## src/source/coco_glue_pkg.sv

```systemverilog
// Cassette and control glue shared definitions
// Widths, window geometry, slicer thresholds and reset stretch length
// for the glue logic around the home computer core

package coco_glue_pkg;

	//////////////////////////////////////////////////////////////
	// Tape ADC path
	//////////////////////////////////////////////////////////////

	// One ADC sample
	localparam int ADC_W = 12;
	// Window of 512 samples for the running average
	localparam int WIN_LOG2 = 9;
	// Running total, wide enough for 512 full scale samples
	localparam int TOTAL_W = 22;
	// Distance from the average before the tape bit flips
	localparam int ADC_HYST = 100;

	//////////////////////////////////////////////////////////////
	// Audio and joysticks
	//////////////////////////////////////////////////////////////

	// Sound word from the core
	localparam int SND_W = 12;
	// Packed audio word to the codec
	localparam int AUDIO_W = 16;
	// Digital joystick buttons and directions
	localparam int JOY_W = 32;
	// Analog joystick, Y in the high byte, X in the low byte
	localparam int AJOY_W = 16;

	//////////////////////////////////////////////////////////////
	// Machine control
	//////////////////////////////////////////////////////////////

	// Machine select, 0 CoCo2, 1 Dragon32, 2 Dragon64
	localparam int MSEL_W = 2;
	localparam logic [MSEL_W-1:0] MSEL_COCO2 = 2'd0;
	localparam logic [MSEL_W-1:0] MSEL_DRAGON64 = 2'd2;
	// Core reset length after a machine change
	localparam int RESET_STRETCH = 15;
	localparam int STRETCH_W = $clog2(RESET_STRETCH + 1);

endpackage
```

## src/source/joystick_router.sv

```systemverilog
// Joystick routing for the two player ports
// Optionally swaps the players and recentres the analog axes,
// analog output carries X in the high byte and Y in the low byte

`timescale 1ns/1ps

module joystick_router (
	input  logic                             clk_sys,
	input  logic                             i_arst_n,
	input  logic                             i_joy_swap,
	input  logic [coco_glue_pkg::JOY_W-1:0]  i_joy1,
	input  logic [coco_glue_pkg::JOY_W-1:0]  i_joy2,
	input  logic [coco_glue_pkg::AJOY_W-1:0] i_joya1,
	input  logic [coco_glue_pkg::AJOY_W-1:0] i_joya2,
	output logic [coco_glue_pkg::JOY_W-1:0]  o_joy1,
	output logic [coco_glue_pkg::JOY_W-1:0]  o_joy2,
	output logic [coco_glue_pkg::AJOY_W-1:0] o_joya1,
	output logic [coco_glue_pkg::AJOY_W-1:0] o_joya2
);

	// Players after the swap
	logic [coco_glue_pkg::AJOY_W-1:0] joya1_sel;
	logic [coco_glue_pkg::AJOY_W-1:0] joya2_sel;

	// Signed axis to offset binary, X and Y change places
	function automatic logic [coco_glue_pkg::AJOY_W-1:0] centre_axes(
		input logic [coco_glue_pkg::AJOY_W-1:0] joya
	);
		logic [7:0] x_c;
		logic [7:0] y_c;
		x_c = joya[7:0] + 8'd128;
		y_c = joya[15:8] + 8'd128;
		return {x_c, y_c};
	endfunction

	assign joya1_sel = i_joy_swap ? i_joya2 : i_joya1;
	assign joya2_sel = i_joy_swap ? i_joya1 : i_joya2;

	always_ff @(posedge clk_sys or negedge i_arst_n)
	begin
		if (!i_arst_n)
		begin
			o_joy1 <= '0;
			o_joy2 <= '0;
			o_joya1 <= '0;
			o_joya2 <= '0;
		end
		else
		begin
			o_joy1 <= i_joy_swap ? i_joy2 : i_joy1;
			o_joy2 <= i_joy_swap ? i_joy1 : i_joy2;
			o_joya1 <= centre_axes(joya1_sel);
			o_joya2 <= centre_axes(joya2_sel);
		end
	end

endmodule

```

## config.mk

```make
export PLATFORM = sky130hd
export DESIGN_NAME = joystick_router
export DESIGN_NICKNAME = d
export VERILOG_FILES = /design/src/source/coco_glue_pkg.sv /design/src/source/joystick_router.sv
export SDC_FILE = /design/constraint.sdc
export NUM_CORES = 1
export LEC_CHECK = 0
export ABC_CLOCK_PERIOD_IN_PS = 800
export BUFFER_PORTS_ARGS = -buffer_cell sky130_fd_sc_hd__clkbuf_2
export CORE_MARGIN = 2
export CORE_UTILIZATION = 34
export DETAILED_ROUTE_END_ITERATION = 7
export GPL_TIMING_DRIVEN = 0
export SLEW_MARGIN = 25
export SYNTH_ARGS = -nofsm -noshare
export SYNTH_HDL_FRONTEND = slang
export SYNTH_SLANG_ARGS = --single-unit
```

## constraint.sdc

```tcl
create_clock -name clk_sys -period 0.8 [get_ports clk_sys]
set_input_delay 0.04 -clock clk_sys [delete_from_list [all_inputs] [get_ports clk_sys]]
set_output_delay 0.04 -clock clk_sys [all_outputs]
set_load 0.02 [all_outputs]
```

# After elaboration in Yosys (flattened, before gate mapping)
# Index checks and enable logic that the tools add are counted.
[classes] addsub=4 mux=4
[op_table] op="two-way mux 32 bit" n=2
[op_table] op="adder 8 bit, second input constant" n=4
[op_table] op="two-way mux 16 bit" n=2
[word_totals] ff_bits=96 elab_cells=12 output_inout_bits=96

# Longest topological paths before layout
# Gate-level depths: netlist (run 1).
[logic_depth] depth_word=2 mapped_depth=4 mapped_depth_nobuf=1

# Least setup slack after synthesis (run 1)
# No wires, ideal clock.
[synth_timing] path_kind="input -> register" from="input i_joy_swap" to="register o_joy1[23] (netlist name)" arrival_time_ns=0.719 path_slack_ns=-0.045 n_path_buf=3 required_ns=0.675 stages=4 path_cell_list="buf_6 > buf_6 > buf_6 > mux2_4"
[synth_via] elab_chain_len=1
[synth_lines] item="start: declaration" line="joystick_router.sv:10" source="input logic i_joy_swap,"
[synth_lines] item="two-way mux 32 bit" line="joystick_router.sv:50" source="o_joy1 <= i_joy_swap ? i_joy2 : i_joy1;"
[synth_lines] item="end signal: assignment" line="joystick_router.sv:50"
[synth_lines] item="end: declaration" line="joystick_router.sv:15" source="output logic [coco_glue_pkg::JOY_W-1:0] o_joy1,"
# No other way between the ends.

# Worst setup path after layout (run 1)
[layout_timing] from="register o_joy2[13] (netlist name)" to="output o_joy2[13] (netlist name)"
[layout_rtl] item="start: declaration" line="joystick_router.sv:16" source="output logic [coco_glue_pkg::JOY_W-1:0] o_joy2,"
[layout_rtl] item="start signal: assignment" line="joystick_router.sv:51" source="o_joy2 <= i_joy_swap ? i_joy1 : i_joy2;"
# No word-level cell between the ends.

==> results by group, run 1 <==
Synthesis
  • Synth unique cells: 6
  • Post-synth top area share: 0.648
  • Yosys warnings: 0
  • Most frequent cell after synthesis: dfrtp_1
  • Mapped cell area: around 3700 um^2
  • Ranking of synthesized cells by area: dfrtp_1, mux2_2, mux2_4
  • Synth async-reset ratio: 1.00
  • Number of synthesized register bits: 96
  • Most instantiated cells after synthesis: dfrtp_1, mux2_2, mux2_4, buf_6, buf_2
  • Seq/Total Area, Yosys: 0.648
  • Largest area contributor in the netlist: dfrtp_1
  • Synthesized Nets: 302
  • Top FF cell, synth: dfrtp_1
  • Synth Area per Inst: 18.3 um^2
  • Mapped Cells: slightly above 200
  • Post-synth EDFFs: 0

GRT
  • Initial antenna violation count: 0
  • Number of global-route vias before repair: roughly 3000
  • Total global routing overflow: 0
  • Pin count of the biggest net entering global routing: 89
  • First-pass GRT wire length: 14.1 mm
  • GRT Util Overall: 0.154

STA
  • Setup Viol. Count Final: 96
  • Slew Viols, Final: 0
  • Hold Vio Cnt, Final: 0
  • Slew headroom: 0.715
  • Fmax: 1060 MHz
  • Slew @ Worst Pin: 0.428 ns
  • Final worst path period share: 1.18
  • RSZ-0062 raised after global routing: yes
  • Min Clock Period, post-route: about 0.94 ns
  • Final setup margin: -0.141 ns

Power and ir drop
  • Int Power: around 8.4 mW
  • Seq pwr share: 0.470
  • PwrDens: between 1500 and 2000 nW/um^2
  • Clk pwr share: 0.283
  • Sw Ratio: 0.267
  • Logic pwr share: 0.247
  • Leak: 3.23 nW
  • Maximum VDD drop: between 1 and 1.5 mV
  • Pwr Total: ~11 mW
  • Net Sw Power: between 3 and 4 mW

Detailed routing
  • WL/cell: 15.6 um
  • Starting DRC count in detailed routing: 64
  • Vias per inst: around 4.3
  • Post-DRT Antenna Nets: 0
  • Number of remaining DRC errors: 0
  • Pre-Repair DR Iteration Count: 4
  • Vias: 2821
  • Routed WL: around 10 mm

Clock tree
  • Post-CTS Setup Bufs: 0
  • CTS Buf Count: 9
  • Htree depth: 3
  • Sink Count: 96
  • Clk slew on worst S/H paths: roughly 0.10 ns
  • CTS tree: built
  • Clock Tree Buf Depth: 2
  • Clock root cell: clkbuf_8

Placement
  • Placed Instance Area: between 4000 and 5000 um^2
  • Post-DP HPWL: 5.87 mm
  • PortBufs: between 150 and 200
  • Final GP Congestion: 0.675

Final layout
  • Post-route cell area: 6690 um^2
  • Area delta synth->final: 80.5%
  • Share of cells above drive strength 1: 0.614
  • Multi-input logic area: 1210 um^2
  • Register area: between 2000 and 2500 um^2
  • Number of fill cells: between 800 and 900
  • Diodes inserted: 0
  • Post-layout nets: ~600

Worst setup path
  • Critical Path Fanout Max: 1
  • CP max stage cell: dfrtp_1
  • Worst-path cell chain: buf_6
  • CP bufs+invs: 1
  • CP top delay family: flip-flops
  • CP Capture Type: primary output
  • Max incr delay on CP: 0.41 ns
  • Worst path required time: about 0.76 ns
  • Crit path kind: reg -> out
  • Setup crit start kind: register
  • Crit path launch: o_joy2[13]$_DFF_PN0_
  • Crit path DAT: 0.90 ns

Outcome
  • Status: complete, but fails checks
  • Failing checks: setup timing

Floorplanning
  • Die W: 108 um
  • Core Area: between 10000 and 15000 um^2
  • Initial Utilization: 0.345
  • Rows: 38
  • Die height: 108 um
  • Die footprint: ~12000 um^2
  • # IOs: 195

Run
  • Max cap viols: 0

Worst hold path
  • Worst min path class: in -> async
-- power by group through the flow --
stage               clock, mW  sequential, mW  combinational (mW)
global route             3.55            5.43                3.00
global placement            0            5.41                1.94
floorplan                   0            5.90               0.618
finish                   3.25            5.40                2.83
CTS                      3.37            5.32                2.39
detailed placement          0            5.41                1.99
-- metal layers --
metal | global-route usage | vias to the layer above | part of all wire
met3 | 0.0500 | 6 | 0.075
met5 | 0 | - | 0
li1 | - | 1308 | -
met2 | 0.273 | 112 | 0.55
met1 | 0.175 | 1395 | 0.36
met4 | 0.0495 | 0 | 0.0079
-- per-stage QoR --
stage	hold slack, ns	TNS [ns]	instances	worst slack, ns	utilization
after floorplan	-0.256	-1.22	203	-0.0341	-
after CTS	0.0390	-13.72	650	-0.167	0.568
after global routing	0.0477	-14.78	650	-0.185	0.623
after detailed placement	-0.124	-9.47	537	-0.132	0.457
after global placement	0.230	-151.48	536	-1.49	0.453
final	0.0712	-10.74	650	-0.141	0.623
-- registers in the layout, summed over array words and instances (netlist names) --
signal,cells
o_joya1,16
o_joy2,32
o_joy1,32
o_joya2,16
-- cell type report --
class | count | area share
clock inverter | 6 | 0.0101
sequential | 96 | 0.359
buffer | 11 | 0.0172
tap | 140 | 0.0262
multi-input combinational | 96 | 0.181
timing repair buffer | 291 | 0.386
clock buffer | 10 | 0.0206
-- what timing repair did --
item | in CTS | in global routing
resized for setup | 6 | 279
endpoints found under the setup margin | 96 | 96
hold buffers | 97 | 0
hold endpoints to repair | 192 | 0
gates cloned | 0 | 0
-- path summary, 6_finish.rpt --
kind                       slack, ns                     to  cells after the start
setup / recovery               -0.14             o_joy2[13]                      1
hold / removal                  0.07  o_joya1[14]$_DFF_PN0_                      2
max in group asynchronous       0.11   o_joy2[29]$_DFF_PN0_                      3
min in group clk_sys            0.11   o_joy2[29]$_DFF_PN0_                      3
-- placed cells by master, fill, tap and decap left out, drive strengths merged --
master and n:
buf 105, bufinv 1, clkbuf 110, clkinv 2
clkinvlp 2, dfrtp 96, dlygate4sd3 97, inv 1
mux2 92, mux2i 4
-- cell families after synthesis --
group    count (synthesis)  share of synthesized area
flops                   96                      0.648
mux                     96                      0.327
buf+inv                 11                     0.0250
Note: power is estimated with default switching activity, not from simulation.
==> inputs of run 2 (changes only) <==
--- a/config.mk
+++ b/config.mk
@@ -8,9 +8,10 @@
 export ABC_CLOCK_PERIOD_IN_PS = 800
 export BUFFER_PORTS_ARGS = -buffer_cell sky130_fd_sc_hd__clkbuf_2
 export CORE_MARGIN = 2
-export CORE_UTILIZATION = 34
+export CORE_UTILIZATION = 45
 export DETAILED_ROUTE_END_ITERATION = 7
 export GPL_TIMING_DRIVEN = 0
+export PLACE_DENSITY = 0.8
 export SLEW_MARGIN = 25
 export SYNTH_ARGS = -nofsm -noshare
 export SYNTH_HDL_FRONTEND = slang
==> results by group, run 2 (synthesis results as in run 1) <==
Outcome
  • Status: complete, but fails checks
  • Failing checks: setup timing

Detailed routing
  • Number of remaining DRC errors: 0 (unchanged)
  • WL/cell: 19.8 um (+27%)
  • Vias: 2947 (+4.5%)
  • Vias per inst: 4.78 (+10%)
  • Pre-Repair DR Iteration Count: 4 (unchanged)
  • Post-DRT Antenna Nets: 0 (unchanged)
  • Starting DRC count in detailed routing: 35 (-45%)
  • Routed WL: 12.2 mm (+20%)

GRT
  • Total global routing overflow: 0 (unchanged)
  • Initial antenna violation count: 0 (unchanged)
  • Number of global-route vias before repair: 3225 (+7.4%)
  • Pin count of the biggest net entering global routing: 65 (-27%)
  • GRT Util Overall: 0.233 (+0.0790)
  • First-pass GRT wire length: 15.8 mm (+12%)

Worst setup path
  • CP max stage cell: dfrtp_1
  • CP Capture Type: primary output
  • Worst-path cell chain: buf_6
  • CP top delay family: flip-flops
  • Critical Path Fanout Max: 1 (unchanged)
  • Crit path DAT: 0.94 ns (+0.04 ns)
  • CP bufs+invs: 1 (unchanged)
  • Max incr delay on CP: 0.43 ns (+0.02 ns)
  • Crit path kind: reg -> out
  • Setup crit start kind: register
  • Worst path required time: 0.76 ns (about the same)

Floorplanning
  • Die W: 94.8 um (-13%)
  • Rows: 33 (-13%)
  • Core Area: 8090 um^2 (-25%)
  • # IOs: 195 (unchanged)
  • Die footprint: 8980 um^2 (-24%)
  • Die height: 94.8 um (-13%)
  • Initial Utilization: 0.458 (+0.113)

STA
  • Slew Viols, Final: 0 (unchanged)
  • Min Clock Period, post-route: 0.977 ns (+0.0365 ns)
  • RSZ-0062 raised after global routing: yes
  • Slew @ Worst Pin: 0.313 ns (-0.115 ns)
  • Worst hold margin: 0.129 ns (+0.0578 ns)
  • Slew headroom: 0.791 (+0.0764)
  • Fmax: 1020 MHz (-3.7%)
  • Setup Viol. Count Final: 97 (+1.0%)
  • Final setup margin: -0.177 ns (-0.0365 ns)
  • Hold Vio Cnt, Final: 0 (unchanged)
  • Final worst path period share: 1.22 (+0.0456)

Power and ir drop
  • Maximum VDD drop: 1.27 mV (+16%)
  • Leak: 3.22 nW (-0.17%)
  • PwrDens: 1700 nW/um^2 (-1.1%)
  • Pwr Total: 11.3 mW (-1.7%)

Worst hold path
  • Worst min path class: in -> reg

Run
  • Max cap viols: 0 (unchanged)

Clock tree
  • CTS Buf Count: 9 (unchanged)
  • Clk slew on worst S/H paths: 0.10 ns (about the same)
  • Sink Count: 96 (unchanged)
  • Htree depth: 3 (unchanged)
  • CTS tree: built
  • Clock root cell: clkbuf_8
  • Post-CTS Setup Bufs: 0 (unchanged)
  • Clock Tree Buf Depth: 2 (unchanged)

Final layout
  • Share of cells above drive strength 1: 0.614 (+0.000756)
  • Post-route insts no fill: 616 (-5.2%)
  • Diodes inserted: 0 (unchanged)
  • Registers with the most flip-flops: o_joy1: 32 flops, o_joy2: 32 flops
  • Most common cell after layout, fill and taps aside: dlygate4sd3_1
  • Commonest cells after routing, fill and taps aside: dlygate4sd3_1, clkbuf_2, dfrtp_1, buf_6, mux2_2
  • Post-layout nets: 605 (+0.17%)
  • Area delta synth->final: 79.4%

Placement
  • PortBufs: 193 (unchanged)
  • Final GP Congestion: 0.742 (+10%)
  • Cells after DPL: 502 (-6.5%)
  • Post-DP HPWL: 6.03 mm (+2.6%)
  • Worst slack at placement: -0.120 ns (+0.0122 ns)
-- run 2: changes by cell type in the layout (fill, tap and decap cells not counted) --
cell / previous run / this run
clkbuf_16: 0 / 1
buf_8: 6 / 7
clkinvlp_4: 2 / 4
clkinv_4: 1 / 0
bufinv_16: 1 / 0
clkbuf_8: 14 / 13
-- run 2: worst paths after layout --
check / cells after the start / slack, ns / start / to
max: 1 / -0.18 / o_joy1[13]$_DFF_PN0_ / o_joy1[13]
min: 3 / 0.13 / i_joy_swap / o_joy2[30]$_DFF_PN0_
max in group asynchronous: 3 / 0.13 / i_arst_n / o_joy1[21]$_DFF_PN0_
min in group asynchronous: 2 / 0.14 / i_arst_n / o_joy2[19]$_DFF_PN0_
-- run 2: area by class of cell --
| cell class | count | area (um^2) |
|---|---|---|
| Fill cell | 397 | 1440 |
| Multi-Input combinational cell | 96 | 1210 |
| Sequential cell | 96 | 2400 |
| Tap cell | 105 | 131 |
| Timing Repair Buffer | 292 | 2610 |
| Clock inverter | 6 | 43.8 |
| Buffer | 11 | 115 |
| Clock buffer | 10 | 138 |
-- run 2: through the flow --
stage,setup TNS (ns),area (um^2),utilization
2_1_floorplan,-1.22,3730,-
3_3_place_gp,-140.68,4830,0.596
3_5_place_dp,-8.45,4860,0.601
4_1_cts,-12.44,6040,0.746
5_1_grt,-14.64,6650,0.822
6_report,-10.52,6650,0.822
-- run 2: what timing repair did --
item	CTS	global route
hold endpoints to repair	192	0
gates resized for setup	6	282
endpoints found under the setup margin	96	160
hold buffers	97	0
gates cloned	0	1
-- run 2: where the power goes --
| group | leakage (nW) | internal (mW) | switching [mW] |
|---|---|---|---|
| Sequential | 1.12 | 5.22 | 0.204 |
| Clock | 0.0809 | 1.22 | 1.72 |
| Combinational | 2.02 | 1.67 | 1.26 |
| Total | 3.22 | 8.11 | 3.18 |
-- run 2: routing by layer --
layer  track usage  vias up  wire [um]
li1              -     1319          -
met1         0.253     1458       4140
met2         0.434      138       6790
met3        0.0599       32        788
met4        0.0870        0        444
met5             0        -          0
==> inputs of run 3 (changes only) <==
--- a/config.mk
+++ b/config.mk
@@ -5,6 +5,7 @@
 export SDC_FILE = /design/constraint.sdc
 export NUM_CORES = 1
 export LEC_CHECK = 0
+export ABC_AREA = 1
 export ABC_CLOCK_PERIOD_IN_PS = 800
 export BUFFER_PORTS_ARGS = -buffer_cell sky130_fd_sc_hd__clkbuf_2
 export CORE_MARGIN = 2
@@ -12,6 +13,7 @@
 export DETAILED_ROUTE_END_ITERATION = 7
 export GPL_TIMING_DRIVEN = 0
 export PLACE_DENSITY = 0.8
+export SETUP_SLACK_MARGIN = 0.2
 export SLEW_MARGIN = 25
 export SYNTH_ARGS = -nofsm -noshare
 export SYNTH_HDL_FRONTEND = slang
==> results by group, run 3 <==
Final layout
  • Area delta synth->final: 84.0%
  • Fin util: 0.862 (+0.0401)
  • Share of cells above drive strength 1: 0.373 (-0.241)
  • Most common cell after layout, fill and taps aside: nand2_1
  • Commonest cells after routing, fill and taps aside: nand2_1, buf_6, dfrtp_1, dlygate4sd3_1, clkbuf_2
  • Registers with the most flip-flops: o_joy1: 32 flops, o_joy2: 32 flops
  • Post-layout nets: 810 (+34%)

Floorplanning
  • Initial Utilization: 0.468 (+0.0103)
  • Die footprint: 8860 um^2 (-1.3%)
  • Die W: 94.1 um (-0.65%)
  • Die height: 94.1 um (-0.65%)
  • # IOs: 195 (unchanged)
  • Core Area: 7810 um^2 (-3.5%)
  • Rows: 32 (-3.0%)

STA
  • Hold Vio Cnt, Final: 96 (+96)
  • Setup Viol. Count Final: 96 (-1.0%)
  • Fmax: 1050 MHz (+2.5%)
  • Final worst path period share: 1.19 (-0.0303)
  • Min Clock Period, post-route: 0.953 ns (-0.0243 ns)
  • Final setup margin: -0.153 ns (+0.0243 ns)
  • Slew @ Worst Pin: 0.383 ns (+0.0697 ns)
  • Slew Viols, Final: 0 (unchanged)
  • Slew headroom: 0.745 (-0.0465)
  • Worst hold margin: -0.389 ns (-0.518 ns)
  • RSZ-0062 raised after global routing: yes

Worst setup path
  • CP Capture Type: primary output
  • Worst path required time: 0.76 ns (about the same)
  • Setup crit start kind: register
  • Critical Path Fanout Max: 1 (unchanged)
  • CP bufs+invs: 1 (unchanged)
  • CP max stage cell: dfrtp_1
  • Worst-path cell chain: buf_6
  • CP top delay family: flip-flops
  • Crit path DAT: 0.91 ns (-0.03 ns)
  • Crit path kind: reg -> out
  • Max incr delay on CP: 0.42 ns (about the same)

Clock tree
  • Sink Count: 96 (unchanged)
  • Clk slew on worst S/H paths: 0.10 ns (about the same)
  • Hold buffer count at CTS: 96 (-1.0%)
  • CTS tree: built
  • Htree depth: 3 (unchanged)
  • Clock Tree Buf Depth: 2 (unchanged)
  • CTS Buf Count: 9 (unchanged)
  • Clock root cell: clkbuf_8
  • Post-CTS Setup Bufs: 0 (unchanged)

Synthesis
  • Seq/Total Area, Yosys: 0.657 (+0.00887)
  • Most instantiated cells after synthesis: nand2_1, dfrtp_1, buf_2, buf_4, buf_6
  • Post-synth EDFFs: 0 (unchanged)
  • Largest area contributor in the netlist: dfrtp_1
  • Ranking of synthesized cells by area: dfrtp_1, nand2_1, buf_6
  • Post-synth top area share: 0.657 (+0.00887)
  • Synth async-reset ratio: 1.00 (unchanged)
  • Number of synthesized register bits: 96 (unchanged)
  • Synthesized Nets: 509 (+69%)
  • Most frequent cell after synthesis: nand2_1
  • Yosys warnings: 0 (unchanged)
  • Mapped Cells: 410 (+100%)
  • Mapped cell area: 3660 um^2 (-1.4%)
  • Synth Area per Inst: 8.92 um^2 (-51%)
  • Top FF cell, synth: dfrtp_1
  • Synth unique cells: 7 (+1)

Detailed routing
  • WL/cell: 19.4 um (-1.5%)
  • Starting DRC count in detailed routing: 175 (+400%)
  • Vias: 4223 (+43%)
  • Routed WL: 15.9 mm (+31%)
  • Number of remaining DRC errors: 0 (unchanged)
  • Post-DRT Antenna Nets: 0 (unchanged)
  • Vias per inst: 5.16 (+7.9%)
  • Pre-Repair DR Iteration Count: 5 (+1)

Worst hold path
  • Worst min path class: in -> async

GRT
  • Number of global-route vias before repair: 4190 (+30%)
  • First-pass GRT wire length: 19.6 mm (+24%)
  • Initial antenna violation count: 1 (+1)
  • GRT Util Overall: 0.291 (+0.0577)
  • Total global routing overflow: 0 (unchanged)
  • Pin count of the biggest net entering global routing: 51 (-22%)

Placement
  • Final GP Congestion: 0.801 (+7.9%)
  • Post-DP HPWL: 7.45 mm (+24%)
  • Worst slack at placement: 0.0669 ns (+0.187 ns)
  • PortBufs: 193 (unchanged)

Power and ir drop
  • Leak: 3.81 nW (+18%)
  • Maximum VDD drop: 1.06 mV (-17%)
  • PwrDens: 1740 nW/um^2 (+2.6%)
  • Pwr Total: 11.7 mW (+3.8%)

Outcome
  • Status: complete, but fails checks
  • Failing checks: hold timing, setup timing

Run
  • Max cap viols: 0 (unchanged)
run 3: cell count changes after synthesis, moves of 5 or more:
cell	change
nand2_1	+288
buf_4	+6
buf_2	+5
mux2_4	-36
mux2_2	-56
run 3: worst paths after layout:
path	startpoint	to	slack (ns)	cells past startpoint
worst max-delay path	o_joya2[0]$_DFF_PN0_	o_joya2[0]	-0.15	1
worst min-delay path	i_arst_n	o_joy1[15]$_DFF_PN0_	-0.39	1
max in group asynchronous	i_arst_n	o_joya2[10]$_DFF_PN0_	0.61	2
min in group clk_sys	i_joy_swap	o_joya2[7]$_DFF_PN0_	0.09	4
run 3: stage by stage:
step | cell area [um^2] | hold slack (ns) | instances | TNS (ns)
6_report | 6730 | -0.389 | 818 | -10.97
5_1_grt | 6730 | -0.376 | 818 | -14.02
4_1_cts | 5990 | -0.388 | 817 | -12.30
3_5_place_dp | 4810 | 0.000738 | 706 | 0
3_3_place_gp | 4780 | 0.248 | 705 | -130.68
2_1_floorplan | 3680 | -0.256 | 410 | 0
run 3: layout make-up:
cell class | instances | area [um^2]
Inverter | 5 | 21.3
Buffer | 21 | 178
Sequential cell | 96 | 2400
Clock buffer | 11 | 151
Multi-Input combinational cell | 288 | 1170
Tap cell | 102 | 128
Timing Repair Buffer | 290 | 2620
Fill cell | 348 | 1080
Clock inverter | 4 | 53.8
Antenna cell | 1 | 2.50
run 3: timing repair:
action | in CTS | in global routing
pin swaps | 0 | 10
endpoints found under the hold margin | 192 | 46
gates resized for setup | 2 | 368
endpoints found under the setup margin | 96 | 132
run 3: metal layers:
metal  wire [um]  track usage  up-vias  part of all wire
met2        8260        0.524      330              0.52
met5           0            0        -                 0
li1            -            -     1823                 -
met4         699        0.151        0             0.044
met3        1810       0.0867       72              0.11
met1        5140        0.304     1998              0.32
run 3: cells by family after synthesis:
kind of cell / share of synthesized area
and+or+nand+nor: 0.296
DFF: 0.657
buffers and inverters: 0.0472
run 3: report_power, final:
part / internal [mW] / switching, mW / leakage, nW
clock network: 1.61 / 1.65 / 0.0976
registers: 5.22 / 0.222 / 1.15
logic: 1.46 / 1.56 / 2.56
